==> src/hdl/smu_regs_pkg.sv <==
// Register map of the SMU control bank.
// Addresses, register width and reset values shared by the bank,
// the SPI router and the testbench model.

package smu_regs_pkg;

  //////////////////////////////////////////////////////////////////////
  // widths
  //////////////////////////////////////////////////////////////////////

  // every control register is one nibble
  localparam int REG_W = 4;

  // routed peripherals
  // bit 0 adc03, 1 dac, 2 flash, 3 adc02
  localparam int N_PERIPH = 4;

  //////////////////////////////////////////////////////////////////////
  // register addresses, first byte of a frame
  //////////////////////////////////////////////////////////////////////

  localparam logic [7:0] ADDR_LED      = 8'd7;
  // mux is a direct load, not set/clear
  localparam logic [7:0] ADDR_MUX      = 8'd8;
  localparam logic [7:0] ADDR_DAC      = 8'd9;
  localparam logic [7:0] ADDR_RAILS    = 8'd10;
  // write-only strobe, no storage behind it
  localparam logic [7:0] ADDR_SOFT_RST = 8'd11;
  localparam logic [7:0] ADDR_ADC      = 8'd14;
  localparam logic [7:0] ADDR_CLAMP1   = 8'd15;
  localparam logic [7:0] ADDR_RELAY    = 8'd19;
  localparam logic [7:0] ADDR_RAILS_OE = 8'd24;

  //////////////////////////////////////////////////////////////////////
  // reset values
  //////////////////////////////////////////////////////////////////////

  // clamp drives are active low, so all ones keeps them off
  localparam logic [REG_W-1:0] RST_CLAMP1   = 4'b1111;

  // rails output enable is active low
  // hold it off until the mcu turns the rails on
  localparam logic [REG_W-1:0] RST_RAILS_OE = 4'b0001;

  // everything else comes up cleared
  localparam logic [REG_W-1:0] RST_DEFAULT  = '0;

endpackage

==> src/hdl/spi_frame_pkg.sv <==
// Layout of the 16-bit SPI control frame.
// Frame length, field widths and the union used to decode one frame
// word either as a set/clear write or as an address plus data byte.

package spi_frame_pkg;

  // bits per frame and per field
  localparam int FRAME_BITS  = 16;
  localparam int ADDR_BITS   = 8;
  localparam int DATA_BITS   = FRAME_BITS - ADDR_BITS;
  localparam int NIBBLE_BITS = 4;

  // bit counter must hold one past a full frame
  // so that a seventeenth bit can be seen
  localparam int CNT_BITS = $clog2(FRAME_BITS + 2);

  // counter values the shifter compares against
  localparam logic [CNT_BITS-1:0] CNT_ADDR = CNT_BITS'(ADDR_BITS);
  localparam logic [CNT_BITS-1:0] CNT_FULL = CNT_BITS'(FRAME_BITS);

  // one frame, msb first on the wire
  // wr for set/clear/toggle registers, raw for the mux load
  typedef union packed {
    struct packed {
      logic [ADDR_BITS-1:0]   addr;
      // high nibble clears, low nibble sets
      logic [NIBBLE_BITS-1:0] clr;
      logic [NIBBLE_BITS-1:0] set;
    } wr;
    struct packed {
      logic [ADDR_BITS-1:0] addr;
      logic [DATA_BITS-1:0] data;
    } raw;
  } frame_word_u;

endpackage

==> src/hdl/reg_bank_ctrl.sv <==
// Control register bank behind the special SPI select.
// Decodes each valid frame, applies the set/clear/toggle rule, loads
// the mux register directly, handles soft reset, and returns the
// addressed register for readback.
`timescale 1ns/1ps

module reg_bank_ctrl
  import smu_regs_pkg::*;
  import spi_frame_pkg::*;
(
  input  logic                 clk,
  input  logic                 arst_n,
  input  logic                 frame_valid,
  input  frame_word_u          frame_word,
  input  logic                 addr_valid,
  input  logic [ADDR_BITS-1:0] rx_addr,
  output logic [REG_W-1:0]     rd_data,
  output logic [REG_W-1:0]     reg_led,
  output logic [REG_W-1:0]     reg_mux,
  output logic [REG_W-1:0]     reg_dac,
  output logic [REG_W-1:0]     reg_rails,
  output logic [REG_W-1:0]     reg_adc,
  output logic [REG_W-1:0]     reg_clamp1,
  output logic [REG_W-1:0]     reg_relay,
  output logic [REG_W-1:0]     reg_rails_oe
);

  //////////////////////////////////////////////////////////////////////
  // update rule
  //////////////////////////////////////////////////////////////////////

  // set and clear on the same bit means toggle
  // any toggle bit turns the whole write into a toggle
  function automatic logic [REG_W-1:0] apply_update(
    input logic [REG_W-1:0] cur,
    input logic [REG_W-1:0] clr,
    input logic [REG_W-1:0] set
  );
    logic [REG_W-1:0] tgl;
    tgl = set & clr;
    if (tgl != '0)
      apply_update = cur ^ tgl;
    else
      // set first, then clear
      apply_update = (cur | set) & ~clr;
  endfunction

  logic [REG_W-1:0] wr_clr;
  logic [REG_W-1:0] wr_set;

  assign wr_clr = frame_word.wr.clr;
  assign wr_set = frame_word.wr.set;

  //////////////////////////////////////////////////////////////////////
  // register writes
  //////////////////////////////////////////////////////////////////////

  always_ff @(posedge clk or negedge arst_n)
  begin
    if (!arst_n)
    begin
      reg_led      <= RST_DEFAULT;
      reg_mux      <= RST_DEFAULT;
      reg_dac      <= RST_DEFAULT;
      reg_rails    <= RST_DEFAULT;
      reg_adc      <= RST_DEFAULT;
      reg_clamp1   <= RST_CLAMP1;
      reg_relay    <= RST_DEFAULT;
      reg_rails_oe <= RST_RAILS_OE;
    end
    else if (frame_valid)
    begin
      case (frame_word.wr.addr)
        ADDR_LED:      reg_led    <= apply_update(reg_led, wr_clr, wr_set);
        // mux takes the data byte as is
        ADDR_MUX:      reg_mux    <= frame_word.raw.data[REG_W-1:0];
        ADDR_DAC:      reg_dac    <= apply_update(reg_dac, wr_clr, wr_set);
        ADDR_RAILS:    reg_rails  <= apply_update(reg_rails, wr_clr, wr_set);
        ADDR_ADC:      reg_adc    <= apply_update(reg_adc, wr_clr, wr_set);
        ADDR_CLAMP1:   reg_clamp1 <= apply_update(reg_clamp1, wr_clr, wr_set);
        ADDR_RELAY:    reg_relay  <= apply_update(reg_relay, wr_clr, wr_set);
        ADDR_RAILS_OE: reg_rails_oe <= apply_update(reg_rails_oe, wr_clr, wr_set);
        // soft reset, same values as arst_n
        ADDR_SOFT_RST:
        begin
          reg_led      <= RST_DEFAULT;
          reg_mux      <= RST_DEFAULT;
          reg_dac      <= RST_DEFAULT;
          reg_rails    <= RST_DEFAULT;
          reg_adc      <= RST_DEFAULT;
          reg_clamp1   <= RST_CLAMP1;
          reg_relay    <= RST_DEFAULT;
          reg_rails_oe <= RST_RAILS_OE;
        end
        // unmapped, drop it
        default: ;
      endcase
    end
  end

  //////////////////////////////////////////////////////////////////////
  // readback
  //////////////////////////////////////////////////////////////////////

  // only meaningful once the address byte is complete
  always_comb
  begin
    rd_data = '0;
    if (addr_valid)
    begin
      case (rx_addr)
        ADDR_LED:      rd_data = reg_led;
        ADDR_MUX:      rd_data = reg_mux;
        ADDR_DAC:      rd_data = reg_dac;
        ADDR_RAILS:    rd_data = reg_rails;
        ADDR_ADC:      rd_data = reg_adc;
        ADDR_CLAMP1:   rd_data = reg_clamp1;
        ADDR_RELAY:    rd_data = reg_relay;
        ADDR_RAILS_OE: rd_data = reg_rails_oe;
        // soft reset and unmapped read as zero
        default:       rd_data = '0;
      endcase
    end
  end

endmodule

==> src/hdl/smu_spi_top.sv <==
// Top level of the SMU SPI control block.
// Connects the frame shifter, the register bank and the peripheral
// router; all external pins of the block are on this module.
`timescale 1ns/1ps

module smu_spi_top
  import smu_regs_pkg::*;
  import spi_frame_pkg::*;
(
  input  logic                clk,
  input  logic                arst_n,
  // spi from the mcu
  input  logic                sclk,
  input  logic                cs_n,
  input  logic                special_n,
  input  logic                mosi,
  output logic                miso,
  // peripheral side, bit 0 adc03, 1 dac, 2 flash, 3 adc02
  output logic [N_PERIPH-1:0] periph_cs_n,
  input  logic [N_PERIPH-1:0] periph_miso,
  // control registers to the board
  output logic [REG_W-1:0]    reg_led,
  output logic [REG_W-1:0]    reg_mux,
  output logic [REG_W-1:0]    reg_dac,
  output logic [REG_W-1:0]    reg_rails,
  output logic [REG_W-1:0]    reg_adc,
  output logic [REG_W-1:0]    reg_clamp1,
  output logic [REG_W-1:0]    reg_relay,
  output logic [REG_W-1:0]    reg_rails_oe
);

  // shifter to bank
  logic                 frame_valid;
  frame_word_u          frame_word;
  logic                 addr_valid;
  logic [ADDR_BITS-1:0] rx_addr;
  logic [REG_W-1:0]     rd_data;
  // bank readback to router
  logic                 bank_miso;

  spi_frame_shifter i_spi_frame_shifter (
    .clk         (clk),
    .arst_n      (arst_n),
    .sclk        (sclk),
    .cs_n        (cs_n),
    .special_n   (special_n),
    .mosi        (mosi),
    .rd_data     (rd_data),
    .bank_miso   (bank_miso),
    .frame_valid (frame_valid),
    .frame_word  (frame_word),
    .addr_valid  (addr_valid),
    .rx_addr     (rx_addr)
  );

  reg_bank_ctrl i_reg_bank_ctrl (
    .clk          (clk),
    .arst_n       (arst_n),
    .frame_valid  (frame_valid),
    .frame_word   (frame_word),
    .addr_valid   (addr_valid),
    .rx_addr      (rx_addr),
    .rd_data      (rd_data),
    .reg_led      (reg_led),
    .reg_mux      (reg_mux),
    .reg_dac      (reg_dac),
    .reg_rails    (reg_rails),
    .reg_adc      (reg_adc),
    .reg_clamp1   (reg_clamp1),
    .reg_relay    (reg_relay),
    .reg_rails_oe (reg_rails_oe)
  );

  // raw pins here, routing must not wait on the synchronizers
  spi_route i_spi_route (
    .reg_mux     (reg_mux),
    .cs_n        (cs_n),
    .special_n   (special_n),
    .bank_miso   (bank_miso),
    .periph_miso (periph_miso),
    .periph_cs_n (periph_cs_n),
    .miso        (miso)
  );

endmodule

==> src/hdl/spi_frame_shifter.sv <==
// SPI slave front end for the control bank.
// Samples the SPI pins into the clk domain, shifts frames in on rising
// sclk, shifts the readback byte out on falling sclk and flags each
// complete 16-bit frame with a one-cycle strobe.
`timescale 1ns/1ps

module spi_frame_shifter
  import spi_frame_pkg::*;
(
  input  logic                   clk,
  input  logic                   arst_n,
  input  logic                   sclk,
  input  logic                   cs_n,
  input  logic                   special_n,
  input  logic                   mosi,
  input  logic [NIBBLE_BITS-1:0] rd_data,
  output logic                   bank_miso,
  output logic                   frame_valid,
  output frame_word_u            frame_word,
  output logic                   addr_valid,
  output logic [ADDR_BITS-1:0]   rx_addr
);

  //////////////////////////////////////////////////////////////////////
  // pin synchronizers and edge detect
  //////////////////////////////////////////////////////////////////////

  // two flops per pin, [1] is the synchronized level
  logic [1:0] sclk_sync;
  logic [1:0] cs_n_sync;
  logic [1:0] special_n_sync;
  logic [1:0] mosi_sync;
  // previous synchronized levels
  logic       sclk_prev;
  logic       cs_n_prev;

  logic       sclk_rise;
  logic       sclk_fall;
  logic       cs_rise;
  logic       in_frame;

  always_ff @(posedge clk or negedge arst_n)
  begin
    if (!arst_n)
    begin
      // idle bus levels
      sclk_sync      <= 2'b00;
      cs_n_sync      <= 2'b11;
      special_n_sync <= 2'b11;
      mosi_sync      <= 2'b00;
      sclk_prev      <= 1'b0;
      cs_n_prev      <= 1'b1;
    end
    else
    begin
      sclk_sync      <= {sclk_sync[0], sclk};
      cs_n_sync      <= {cs_n_sync[0], cs_n};
      special_n_sync <= {special_n_sync[0], special_n};
      mosi_sync      <= {mosi_sync[0], mosi};
      sclk_prev      <= sclk_sync[1];
      cs_n_prev      <= cs_n_sync[1];
    end
  end

  assign sclk_rise = sclk_sync[1] & ~sclk_prev;
  assign sclk_fall = ~sclk_sync[1] & sclk_prev;
  // end of transfer, one cycle
  assign cs_rise   = cs_n_sync[1] & ~cs_n_prev;
  // both selects asserted, the bank owns the bus
  assign in_frame  = ~cs_n_sync[1] & ~special_n_sync[1];

  //////////////////////////////////////////////////////////////////////
  // receive side
  //////////////////////////////////////////////////////////////////////

  logic [FRAME_BITS-1:0] shift_q;
  logic [CNT_BITS-1:0]   bit_cnt;
  // special_n went high at some point during cs_n low
  logic                  special_lost;

  // frame shift register and latched address, payload only
  always_ff @(posedge clk)
  begin
    if (in_frame && sclk_rise)
    begin
      // msb first, shift toward the top
      shift_q <= {shift_q[FRAME_BITS-2:0], mosi_sync[1]};
      // eighth bit completes the address byte
      if (bit_cnt == CNT_ADDR - 1'b1)
        rx_addr <= {shift_q[ADDR_BITS-2:0], mosi_sync[1]};
    end
  end

  always_ff @(posedge clk or negedge arst_n)
  begin
    if (!arst_n)
    begin
      bit_cnt      <= '0;
      special_lost <= 1'b0;
      frame_valid  <= 1'b0;
    end
    else
    begin
      // count and flag from before the clear below
      frame_valid <= cs_rise && (bit_cnt == CNT_FULL) && !special_lost;
      if (cs_n_sync[1])
      begin
        bit_cnt      <= '0;
        special_lost <= 1'b0;
      end
      else
      begin
        if (special_n_sync[1])
          special_lost <= 1'b1;
        // saturate one past a full frame, long frames stay invalid
        if (in_frame && sclk_rise && bit_cnt <= CNT_FULL)
          bit_cnt <= bit_cnt + 1'b1;
      end
    end
  end

  assign addr_valid = (bit_cnt >= CNT_ADDR);
  assign frame_word = shift_q;

  //////////////////////////////////////////////////////////////////////
  // readback, second byte of the frame
  //////////////////////////////////////////////////////////////////////

  logic [DATA_BITS-1:0] tx_byte;
  logic [DATA_BITS-1:0] tx_shift;

  // register value zero-extended to a byte
  assign tx_byte = {{(DATA_BITS - NIBBLE_BITS){1'b0}}, rd_data};

  always_ff @(posedge clk)
  begin
    if (in_frame && sclk_fall)
    begin
      if (bit_cnt == CNT_ADDR)
        tx_shift <= {tx_byte[DATA_BITS-2:0], 1'b0};
      else
        tx_shift <= {tx_shift[DATA_BITS-2:0], 1'b0};
    end
  end

  always_ff @(posedge clk or negedge arst_n)
  begin
    if (!arst_n)
      bank_miso <= 1'b0;
    else if (cs_n_sync[1])
      bank_miso <= 1'b0;
    else if (in_frame && sclk_fall)
    begin
      // first falling edge after the address puts out the msb
      if (bit_cnt == CNT_ADDR)
        bank_miso <= tx_byte[DATA_BITS-1];
      else if (bit_cnt > CNT_ADDR && bit_cnt < CNT_FULL)
        bank_miso <= tx_shift[DATA_BITS-1];
      else
        bank_miso <= 1'b0;
    end
  end

endmodule

==> src/hdl/spi_route.sv <==
// Peripheral routing of the shared SPI port.
// Fans the chip select out to the peripheral picked by the mux
// register and selects MISO from the bank or the peripherals.
`timescale 1ns/1ps

module spi_route
  import smu_regs_pkg::*;
(
  input  logic [REG_W-1:0]    reg_mux,
  input  logic                cs_n,
  input  logic                special_n,
  input  logic                bank_miso,
  input  logic [N_PERIPH-1:0] periph_miso,
  output logic [N_PERIPH-1:0] periph_cs_n,
  output logic                miso
);

  // pure gates, no clk
  // pins come straight in so peripherals see no added latency

  //////////////////////////////////////////////////////////////////////
  // chip select fan-out
  //////////////////////////////////////////////////////////////////////

  always_comb
  begin
    // special asserted, the bank owns the frame
    // keep every peripheral deselected so none picks up the write
    if (special_n && !cs_n)
      periph_cs_n = ~reg_mux;
    else
      periph_cs_n = '1;
  end

  //////////////////////////////////////////////////////////////////////
  // miso select
  //////////////////////////////////////////////////////////////////////

  always_comb
  begin
    if (!special_n)
      miso = bank_miso;
    else
      // any selected peripheral drives the line
      miso = |(reg_mux & periph_miso);
  end

endmodule

==> config.mk <==
export PLATFORM = sky130hd
export DESIGN_NAME = smu_spi_top
export DESIGN_NICKNAME = d
export VERILOG_FILES = /design/src/hdl/smu_regs_pkg.sv /design/src/hdl/spi_frame_pkg.sv /design/src/hdl/reg_bank_ctrl.sv /design/src/hdl/smu_spi_top.sv /design/src/hdl/spi_frame_shifter.sv /design/src/hdl/spi_route.sv
export SDC_FILE = /design/constraint.sdc
export NUM_CORES = 1
export LEC_CHECK = 0
export BUFFER_PORTS_ARGS = -buffer_cell sky130_fd_sc_hd__clkbuf_2
export CAP_MARGIN = 10
export CELL_PAD_IN_SITES_DETAIL_PLACEMENT = 1
export CELL_PAD_IN_SITES_GLOBAL_PLACEMENT = 1
export CORE_ASPECT_RATIO = 1.4
export CORE_MARGIN = 8
export CORE_UTILIZATION = 40
export CTS_CLUSTER_DIAMETER = 80
export CTS_CLUSTER_SIZE = 14
export DETAILED_ROUTE_END_ITERATION = 16
export GPL_TIMING_DRIVEN = 0
export PLACE_DENSITY = 0.83
export SYNTH_ARGS = -nofsm -noshare
export SYNTH_HDL_FRONTEND = slang
export SYNTH_SLANG_ARGS = --single-unit
==> constraint.sdc <==
create_clock -name clk -period 3.3 [get_ports clk]
set_input_delay 0.66 -clock clk [delete_from_list [all_inputs] [get_ports clk]]
set_output_delay 0.66 -clock clk [all_outputs]
set_load 0.01 [all_outputs]
==> insert_results.sql, run 1 <==
INSERT INTO impl_metrics (metric_group, metric, value, unit) VALUES
('drt', 'final_wirelength', '13600', 'µm'),
('clock_network', 'cts_tree', 'done', ''),
('sta', 'fin_worst_skew', '0.00849', 'ns'),
('global_routing', 'grt_most_used_layer', 'met2', ''),
('floorplanning', 'core_area', '10300', 'µm²'),
('place', 'gp_routability_congestion', '0.888', ''),
('cells_and_area', 'design_area', '5010', 'µm²'),
('synth', 'netlist.top_cell.by_area', 'dfrtp_1', ''),
('drt', 'route.detailed.drc', '0', ''),
('sta', 'post-route-period-util', '74.8', '%'),
('cells_and_area', 'num-nets-final', '479', ''),
('synth', 'post_synth_net_total', '420', ''),
('cells_and_area', 'fraction_of_layout_instances_using_a_drive_strength_above_1', '22.9', '%'),
('floorplanning', 'design.portCount', '47', ''),
('synth', 'yosysUniqueCellTypes', '58', ''),
('global_routing', 'first_global_vias', '3832', ''),
('global_routing', 'global_route.usage.met2', '35.0', '%'),
('synth', 'postSynthAreaPerCell', '10.4', 'µm²'),
('synth', 'synth_cells', '408', ''),
('synth', 'asyncSetResetFlopFracSynth', '61.7', '%'),
('synth', 'synth.yosys.seq_area_share', '51.7', '%'),
('drt', 'vias_after_detailed_routing', '3642', ''),
('cells_and_area', 'synth_to_layout_area_growth', '17.9', '%'),
('critical_path', 'timing.critical_path.cells', 'buf_6 -> nor4b_4 -> nand3_1 -> nor3_1', ''),
('run', 'max_cap_viol_count', '0', ''),
('sta', 'timing_max_transition_violations_final', '0', ''),
('clock_network', 'cts_buffer_depth', '2', ''),
('drt', 'drt-wirelength-per-cell', '22.3', 'µm'),
('synth', 'combined_area_of_all_synthesized_cells', '4250', 'µm²'),
('sta', 'max_freq', '0.405', 'GHz'),
('global_routing', 'grt_use_total', '20.2', '%'),
('sta', 'fin_setup_tns', '0', 'ns'),
('synth', 'synth.top_cell.area_share', '23.6', '%'),
('critical_path', 'critPathRequiredTime', '3.26', 'ns'),
('cells_and_area', 'non_filler_instance_count_after_layout', '610', ''),
('sta', 'period_minus_slack', '2.47', 'ns'),
('clock_network', 'clkLatencyLatePin', '0.35', 'ns'),
('synth', 'synthTopCellsByCount', 'nand2_1 (48), dfrtp_1 (40), nor2_1 (34)', ''),
('global_routing', 'grt_remaining_overflow', '0', ''),
('critical_path', 'timing.critical_path.slowest_cell_delay', '0.96', 'ns'),
('drt', 'postRouteAntennaNets', '0', ''),
('critical_path', 'arrival', '2.42', 'ns'),
('outcome', 'run_status', 'finished, final reports clean', ''),
('cells_and_area', 'diodes', '0', ''),
('floorplanning', 'floorplan.initialDensity', '41.0', '%'),
('global_routing', 'grt_use_met1', '22.1', '%'),
('floorplanning', 'dieHeight', '138', 'µm'),
('drt', 'dr.first_iter.drc_count', '270', ''),
('global_routing', 'm3_gr_usage', '3.42', '%'),
('power', 'ir_worst_vdd', '0.000194', 'V'),
('clock_network', 'clk_pin_slew', '0.06', 'ns'),
('place', 'dp_cells', '593', ''),
('clock_network', 'cts.repair_timing.setup_buffer_count', '0', ''),
('floorplanning', 'die_w', '103', 'µm'),
('synth', 'synth_enable_flop_cells', '31', ''),
('power', 'power-per-cell-area', '442', 'nW/µm²'),
('clock_network', 'cts.sinks', '81', ''),
('sta', 'finalHoldWorstSlack', '0.264', 'ns'),
('synth', 'ys_top_cells_by_area', 'dfrtp_1 (24%), edfxtp_1 (22%), dfstp_2 (6.2%)', ''),
('clock_network', 'cts_resized', '0', ''),
('place', 'dpl-instance-area', '4680', 'µm²'),
('global_routing', 'grt_antenna_before_repair', '0', ''),
('sta', 'report.final.hold_viol_count', '0', ''),
('synth', 'synth.ff_latch_count', '81', ''),
('synth', 'synth_most_common_cell', 'nand2_1', ''),
('global_routing', 'largest_net_degree_at_the_start_of_global_routing', '34', ''),
('synth', 'synth.yosys.warnings', '0', ''),
('floorplanning', 'die_area', '14200', 'µm²'),
('critical_path', 'cp-end-kind', 'flip-flop', ''),
('critical_path', 'worstSetupPathType', 'flip-flop to flip-flop', ''),
('critical_path', 'startpoint_type', 'flip-flop', '');
where the power goes:
group | total [mW] | switching (mW) | internal [mW]
registers | 1.07 | 0.0110 | 1.06
clock network | 1.08 | 0.419 | 0.662
logic | 0.0629 | 0.0409 | 0.0220
total | 2.21 | 0.471 | 1.74
routing by layer:
layer | wire [µm] | share of wire, %
met5 | 0 | 0
met4 | 636 | 4.7
met3 | 630 | 4.6
met2 | 7080 | 52
met1 | 5240 | 39
state kept, by name, indices dropped and copies added, names as in the netlist, 5 cells and up:
signal	cells
i_spi_frame_shifter.bit_cnt	5
i_spi_frame_shifter.frame_word	16
i_spi_frame_shifter.rx_addr	8
i_spi_frame_shifter.tx_shift	7
final cells by class:
cell class                 count  area [µm²]
fill                        1178        5340
tap                          138         173
clock buffer                   9         225
inverter                       6        22.5
multi-input combinational    300        1890
timing repair buffer          48         262
buffer                        21         143
clock inverter                 7        93.8
sequential                    81        2190
worst paths after layout:
kind,from,end,slack [ns],cells after the start
min,arst_n,i_spi_frame_shifter.special_lost,0.26,1
min reg2reg,i_spi_frame_shifter.mosi_sync[0],i_spi_frame_shifter.mosi_sync[1],0.36,0
max reg2reg,i_spi_frame_shifter.cs_n_sync[1],i_spi_frame_shifter.rx_addr[0],0.83,4
min in group clk,i_spi_frame_shifter.mosi_sync[0],i_spi_frame_shifter.mosi_sync[1],0.36,0
max in group asynchronous,arst_n,i_reg_bank_ctrl.reg_clamp1[1],2.42,2
max,i_spi_frame_shifter.cs_n_sync[1],i_spi_frame_shifter.rx_addr[0],0.83,4
stage by stage:
stage | worst slack [ns] | utilization [%] | power, mW
2_1_floorplan | 0.895 | - | 1.11
3_3_place_gp | 0.363 | 44.9 | 1.14
3_5_place_dp | 0.141 | 45.2 | 1.15
4_1_cts | 0.110 | 48.3 | 2.22
5_1_grt | 0.749 | 48.4 | 2.27
6_report | 0.830 | 48.4 | 2.21
worst register-to-register path, delay by kind of cell (launching register included):
kind                   cells  cell delay, ns
and+or+nand+nor            3            1.57
DFF                        1            0.38
buffers and inverters      1            0.14
placed cells by master (no fill, tap or decap), types with 8 or more instances in the layout:
cell | netlist | layout
dfrtp_1 | 40 | 40
nor2b_1 | 11 | 11
o21ai_0 | 18 | 18
dfstp_2 | 10 | 10
a22oi_1 | 14 | 14
nor3_1 | 14 | 14
a21oi_1 | 22 | 22
o31ai_1 | 10 | 10
edfxtp_1 | 31 | 31
nand2_1 | 48 | 48
o21ai_1 | 8 | 8
a22o_1 | 12 | 12
buf_2 | 12 | 12
nand3_1 | 10 | 10
nor2_1 | 34 | 34
a31oi_1 | 14 | 14
clkbuf_2 | 0 | 46
clkbuf_16 | 0 | 9
logic make-up (layout without fill, tap and decap cells):
family	Yosys count	count (layout)	share of synthesized area, %
simple gates	156	156	19.8
compound gates	127	127	20.6
flops	81	81	51.7
buf+inv	27	91	3.89
mux	9	9	2.21
xor+xnor	6	6	1.24
fa+ha+maj	2	2	0.589
(Power assumes the default switching activity.)
==> run 2, diff against run 1 <==
--- a/config.mk
+++ b/config.mk
@@ -16,7 +16,7 @@
 export CTS_CLUSTER_SIZE = 14
 export DETAILED_ROUTE_END_ITERATION = 16
 export GPL_TIMING_DRIVEN = 0
-export PLACE_DENSITY = 0.83
+export PLACE_DENSITY = 0.85
 export SYNTH_ARGS = -nofsm -noshare
 export SYNTH_HDL_FRONTEND = slang
 export SYNTH_SLANG_ARGS = --single-unit
==> constraint.sdc (replaced) <==
create_clock -name clk -period 2 [get_ports clk]
set_input_delay 0.4 -clock clk [delete_from_list [all_inputs] [get_ports clk]]
set_output_delay 0.4 -clock clk [all_outputs]
set_load 0.01 [all_outputs]
==> insert_results.sql, run 2 (same netlist as run 1, synthesis figures left out) <==
INSERT INTO impl_metrics (metric_group, metric, value, unit) VALUES
('outcome', 'run_status', 'finished with violations', ''),
('outcome', 'failed_checks', 'negative setup slack', ''),
('cells_and_area', 'most-common-layout-cells', 'nand2_1 (47), clkbuf_2 (47), dfrtp_1 (40)', ''),
('place', 'gp_routability_congestion', '0.887', ''),
('clock_network', 'clockRootBuffer', 'clkbuf_16', ''),
('floorplanning', 'design.portCount', '47', ''),
('global_routing', 'grt_use_total', '20.2', '%'),
('sta', 'rsz0062_at_grt', 'true', ''),
('drt', 'route.detailed.drc', '0', ''),
('global_routing', 'first_global_vias', '3936', ''),
('critical_path', 'critical-path-top-cell-by-count', 'buf_6', ''),
('critical_path', 'critical_path_peak_fanout', '10', ''),
('power', 'sw_frac_of_total', '24.0', '%'),
('sta', 'max_freq', '0.493', 'GHz'),
('sta', 'worst_pin_slew', '0.907', 'ns'),
('floorplanning', 'rows', '44', ''),
('cells_and_area', 'largest_register_ffs', '16', ''),
('sta', 'post-route-period-util', '101', '%'),
('sta', 'fin_worst_skew', '0.00951', 'ns'),
('clock_network', 'clk_pin_slew', '0.07', 'ns'),
('critical_path', 'timing.critical_path.slowest_cell_delay', '0.44', 'ns'),
('place', 'numPortBuffers', '46', ''),
('global_routing', 'largest_net_degree_at_the_start_of_global_routing', '37', ''),
('power', 'clkPwrFrac', '46.3', '%'),
('global_routing', 'grt_antenna_before_repair', '0', ''),
('run', 'max_cap_viol_count', '0', ''),
('clock_network', 'cts.sinks', '81', ''),
('drt', 'dr.first_iter.drc_count', '314', ''),
('critical_path', 'critPathRequiredTime', '2.25', 'ns'),
('floorplanning', 'die_w', '103', 'µm'),
('power', 'p_leak', '1.99', 'nW'),
('power', 'power.share.sequential', '50.5', '%'),
('critical_path', 'startpoint_type', 'flip-flop', ''),
('cells_and_area', 'fraction_of_layout_instances_using_a_drive_strength_above_1', '25.8', '%'),
('drt', 'vias_after_detailed_routing', '3777', ''),
('critical_path', 'cp-end-kind', 'flip-flop', ''),
('sta', 'period_minus_slack', '2.03', 'ns'),
('clock_network', 'cts_made_buffers', '9', ''),
('sta', 'setup_viol', '3', ''),
('clock_network', 'clkLatencyLatePin', '0.35', 'ns'),
('floorplanning', 'die_area', '14200', 'µm²'),
('sta', 'report.final.hold_viol_count', '0', ''),
('drt', 'drt-pass1-iter-count', '6', ''),
('floorplanning', 'dieHeight', '138', 'µm'),
('cells_and_area', 'post-route-util', '49.1', '%'),
('cells_and_area', 'diodes', '0', ''),
('floorplanning', 'floorplan.initialDensity', '41.0', '%'),
('sta', 'fin_setup_tns', '-0.0350', 'ns'),
('drt', 'postRouteAntennaNets', '0', ''),
('cells_and_area', 'synth_to_layout_area_growth', '19.6', '%'),
('power', 'power-per-cell-area', '687', 'nW/µm²'),
('critical_path', 'worstSetupPathType', 'flip-flop to flip-flop', ''),
('floorplanning', 'core_area', '10300', 'µm²'),
('power', 'fin_total_pwr', '3.49', 'mW'),
('place', 'detailed_place_hpwl', '10000', 'µm'),
('cells_and_area', 'num-nets-final', '487', ''),
('clock_network', 'cts_tree', 'done', ''),
('power', 'intPower', '2.65', 'mW'),
('drt', 'final_wirelength', '13800', 'µm'),
('power', 'ir_worst_vdd', '0.000311', 'V'),
('critical_path', 'worst_path_max_delay_cell', 'edfxtp_1', ''),
('power', 'power.switching', '0.839', 'mW'),
('sta', 'setup_slack', '-0.0269', 'ns'),
('clock_network', 'cts-htree-levels', '3', ''),
('critical_path', 'arrival', '2.27', 'ns'),
('clock_network', 'cts_buffer_depth', '2', ''),
('global_routing', 'grt_remaining_overflow', '0', ''),
('power', 'share_comb_of_total_power', '3.2', '%'),
('sta', 'timing_max_transition_violations_final', '0', ''),
('global_routing', 'grt_pass1_wl', '21300', 'µm'),
('critical_path', 'worst-r2r-cell-count', '7', ''),
('sta', 'max-slew-margin-rel', '39.4', '%'),
('drt', 'drt-wirelength-per-cell', '22.3', 'µm'),
('drt', 'drt-vias-per-instance', '6.11', ''),
('worst_hold_path', 'worst_hold_check_path_type', 'input port to flip-flop', ''),
('critical_path', 'timing.critical_path.cells', 'nand2_1 -> and3_1 -> buf_6 -> buf_6 -> nor2_1 -> o21ai_0 -> o311ai_1', ''),
('worst_hold_path', 'timing.hold.worst_path_depth', '1', '');
run 2: final timing paths:
path	start	end	slack, ns
max	i_spi_frame_shifter.frame_word[2]	i_reg_bank_ctrl.reg_dac[2]	-0.03
min	cs_n	i_spi_frame_shifter.cs_n_sync[0]	0.14
max reg2reg	i_spi_frame_shifter.frame_word[2]	i_reg_bank_ctrl.reg_dac[2]	-0.03
min reg2reg	i_spi_frame_shifter.mosi_sync[0]	i_spi_frame_shifter.mosi_sync[1]	0.36
max in group asynchronous	arst_n	i_reg_bank_ctrl.reg_clamp1[3]	0.87
min in group asynchronous	arst_n	i_reg_bank_ctrl.reg_dac[3]	0.51
run 2: power by group through the flow:
stage	clock [mW]	sequential, mW	combinational, mW
final	1.62	1.76	0.113
after global routing	1.70	1.76	0.123
after CTS	1.62	1.76	0.111
after detailed placement	0	1.80	0.104
after global placement	0	1.79	0.0941
after floorplan	0	1.79	0.0512
run 2: final cells by class:
cell class / instances / area (µm²)
fillers: 1213 / 5270
plain buffers: 21 / 144
clock buffers: 9 / 225
clock inverters: 7 / 61.3
multi-input cells: 300 / 1940
well taps: 138 / 173
inverters: 6 / 22.5
repair buffers: 56 / 320
flip-flops and latches: 81 / 2190
run 2: routing by layer:
metal | routed length (µm) | vias up | track usage [%]
li1 | - | 1684 | -
met4 | 650 | 0 | 15.1
met2 | 7220 | 153 | 34.8
met3 | 872 | 48 | 4.17
met5 | 0 | - | 0
met1 | 5050 | 1892 | 21.1
run 2: critical path, delay by kind of cell, from the launching register on:
kind,cells,cell delay (ns)
compound gates,2,0.33
buf+inv,2,0.27
flops,1,0.44
simple gates,3,0.87
run 2: per-stage QoR:
step / std cells / setup WS [ns] / cell area (µm²) / hold slack, ns
detailed placement: 593 / -0.692 / 4690 / 0.345
finish: 618 / -0.0269 / 5080 / 0.144
global route: 618 / -0.0938 / 5080 / 0.139
CTS: 614 / 0.00893 / 5030 / 0.140
floorplan: 408 / -0.109 / 4260 / 0.104
global placement: 592 / -0.527 / 4660 / 0.333
run 2: what timing repair did:
item / in CTS / in global routing
endpoints found under the setup margin: 47 / 21
buffers inserted: 4 / 4
hold endpoints to repair: 12 / 0
gates resized for setup: 4 / 7
pin swaps: 1 / 2
hold buffers: 1 / 0
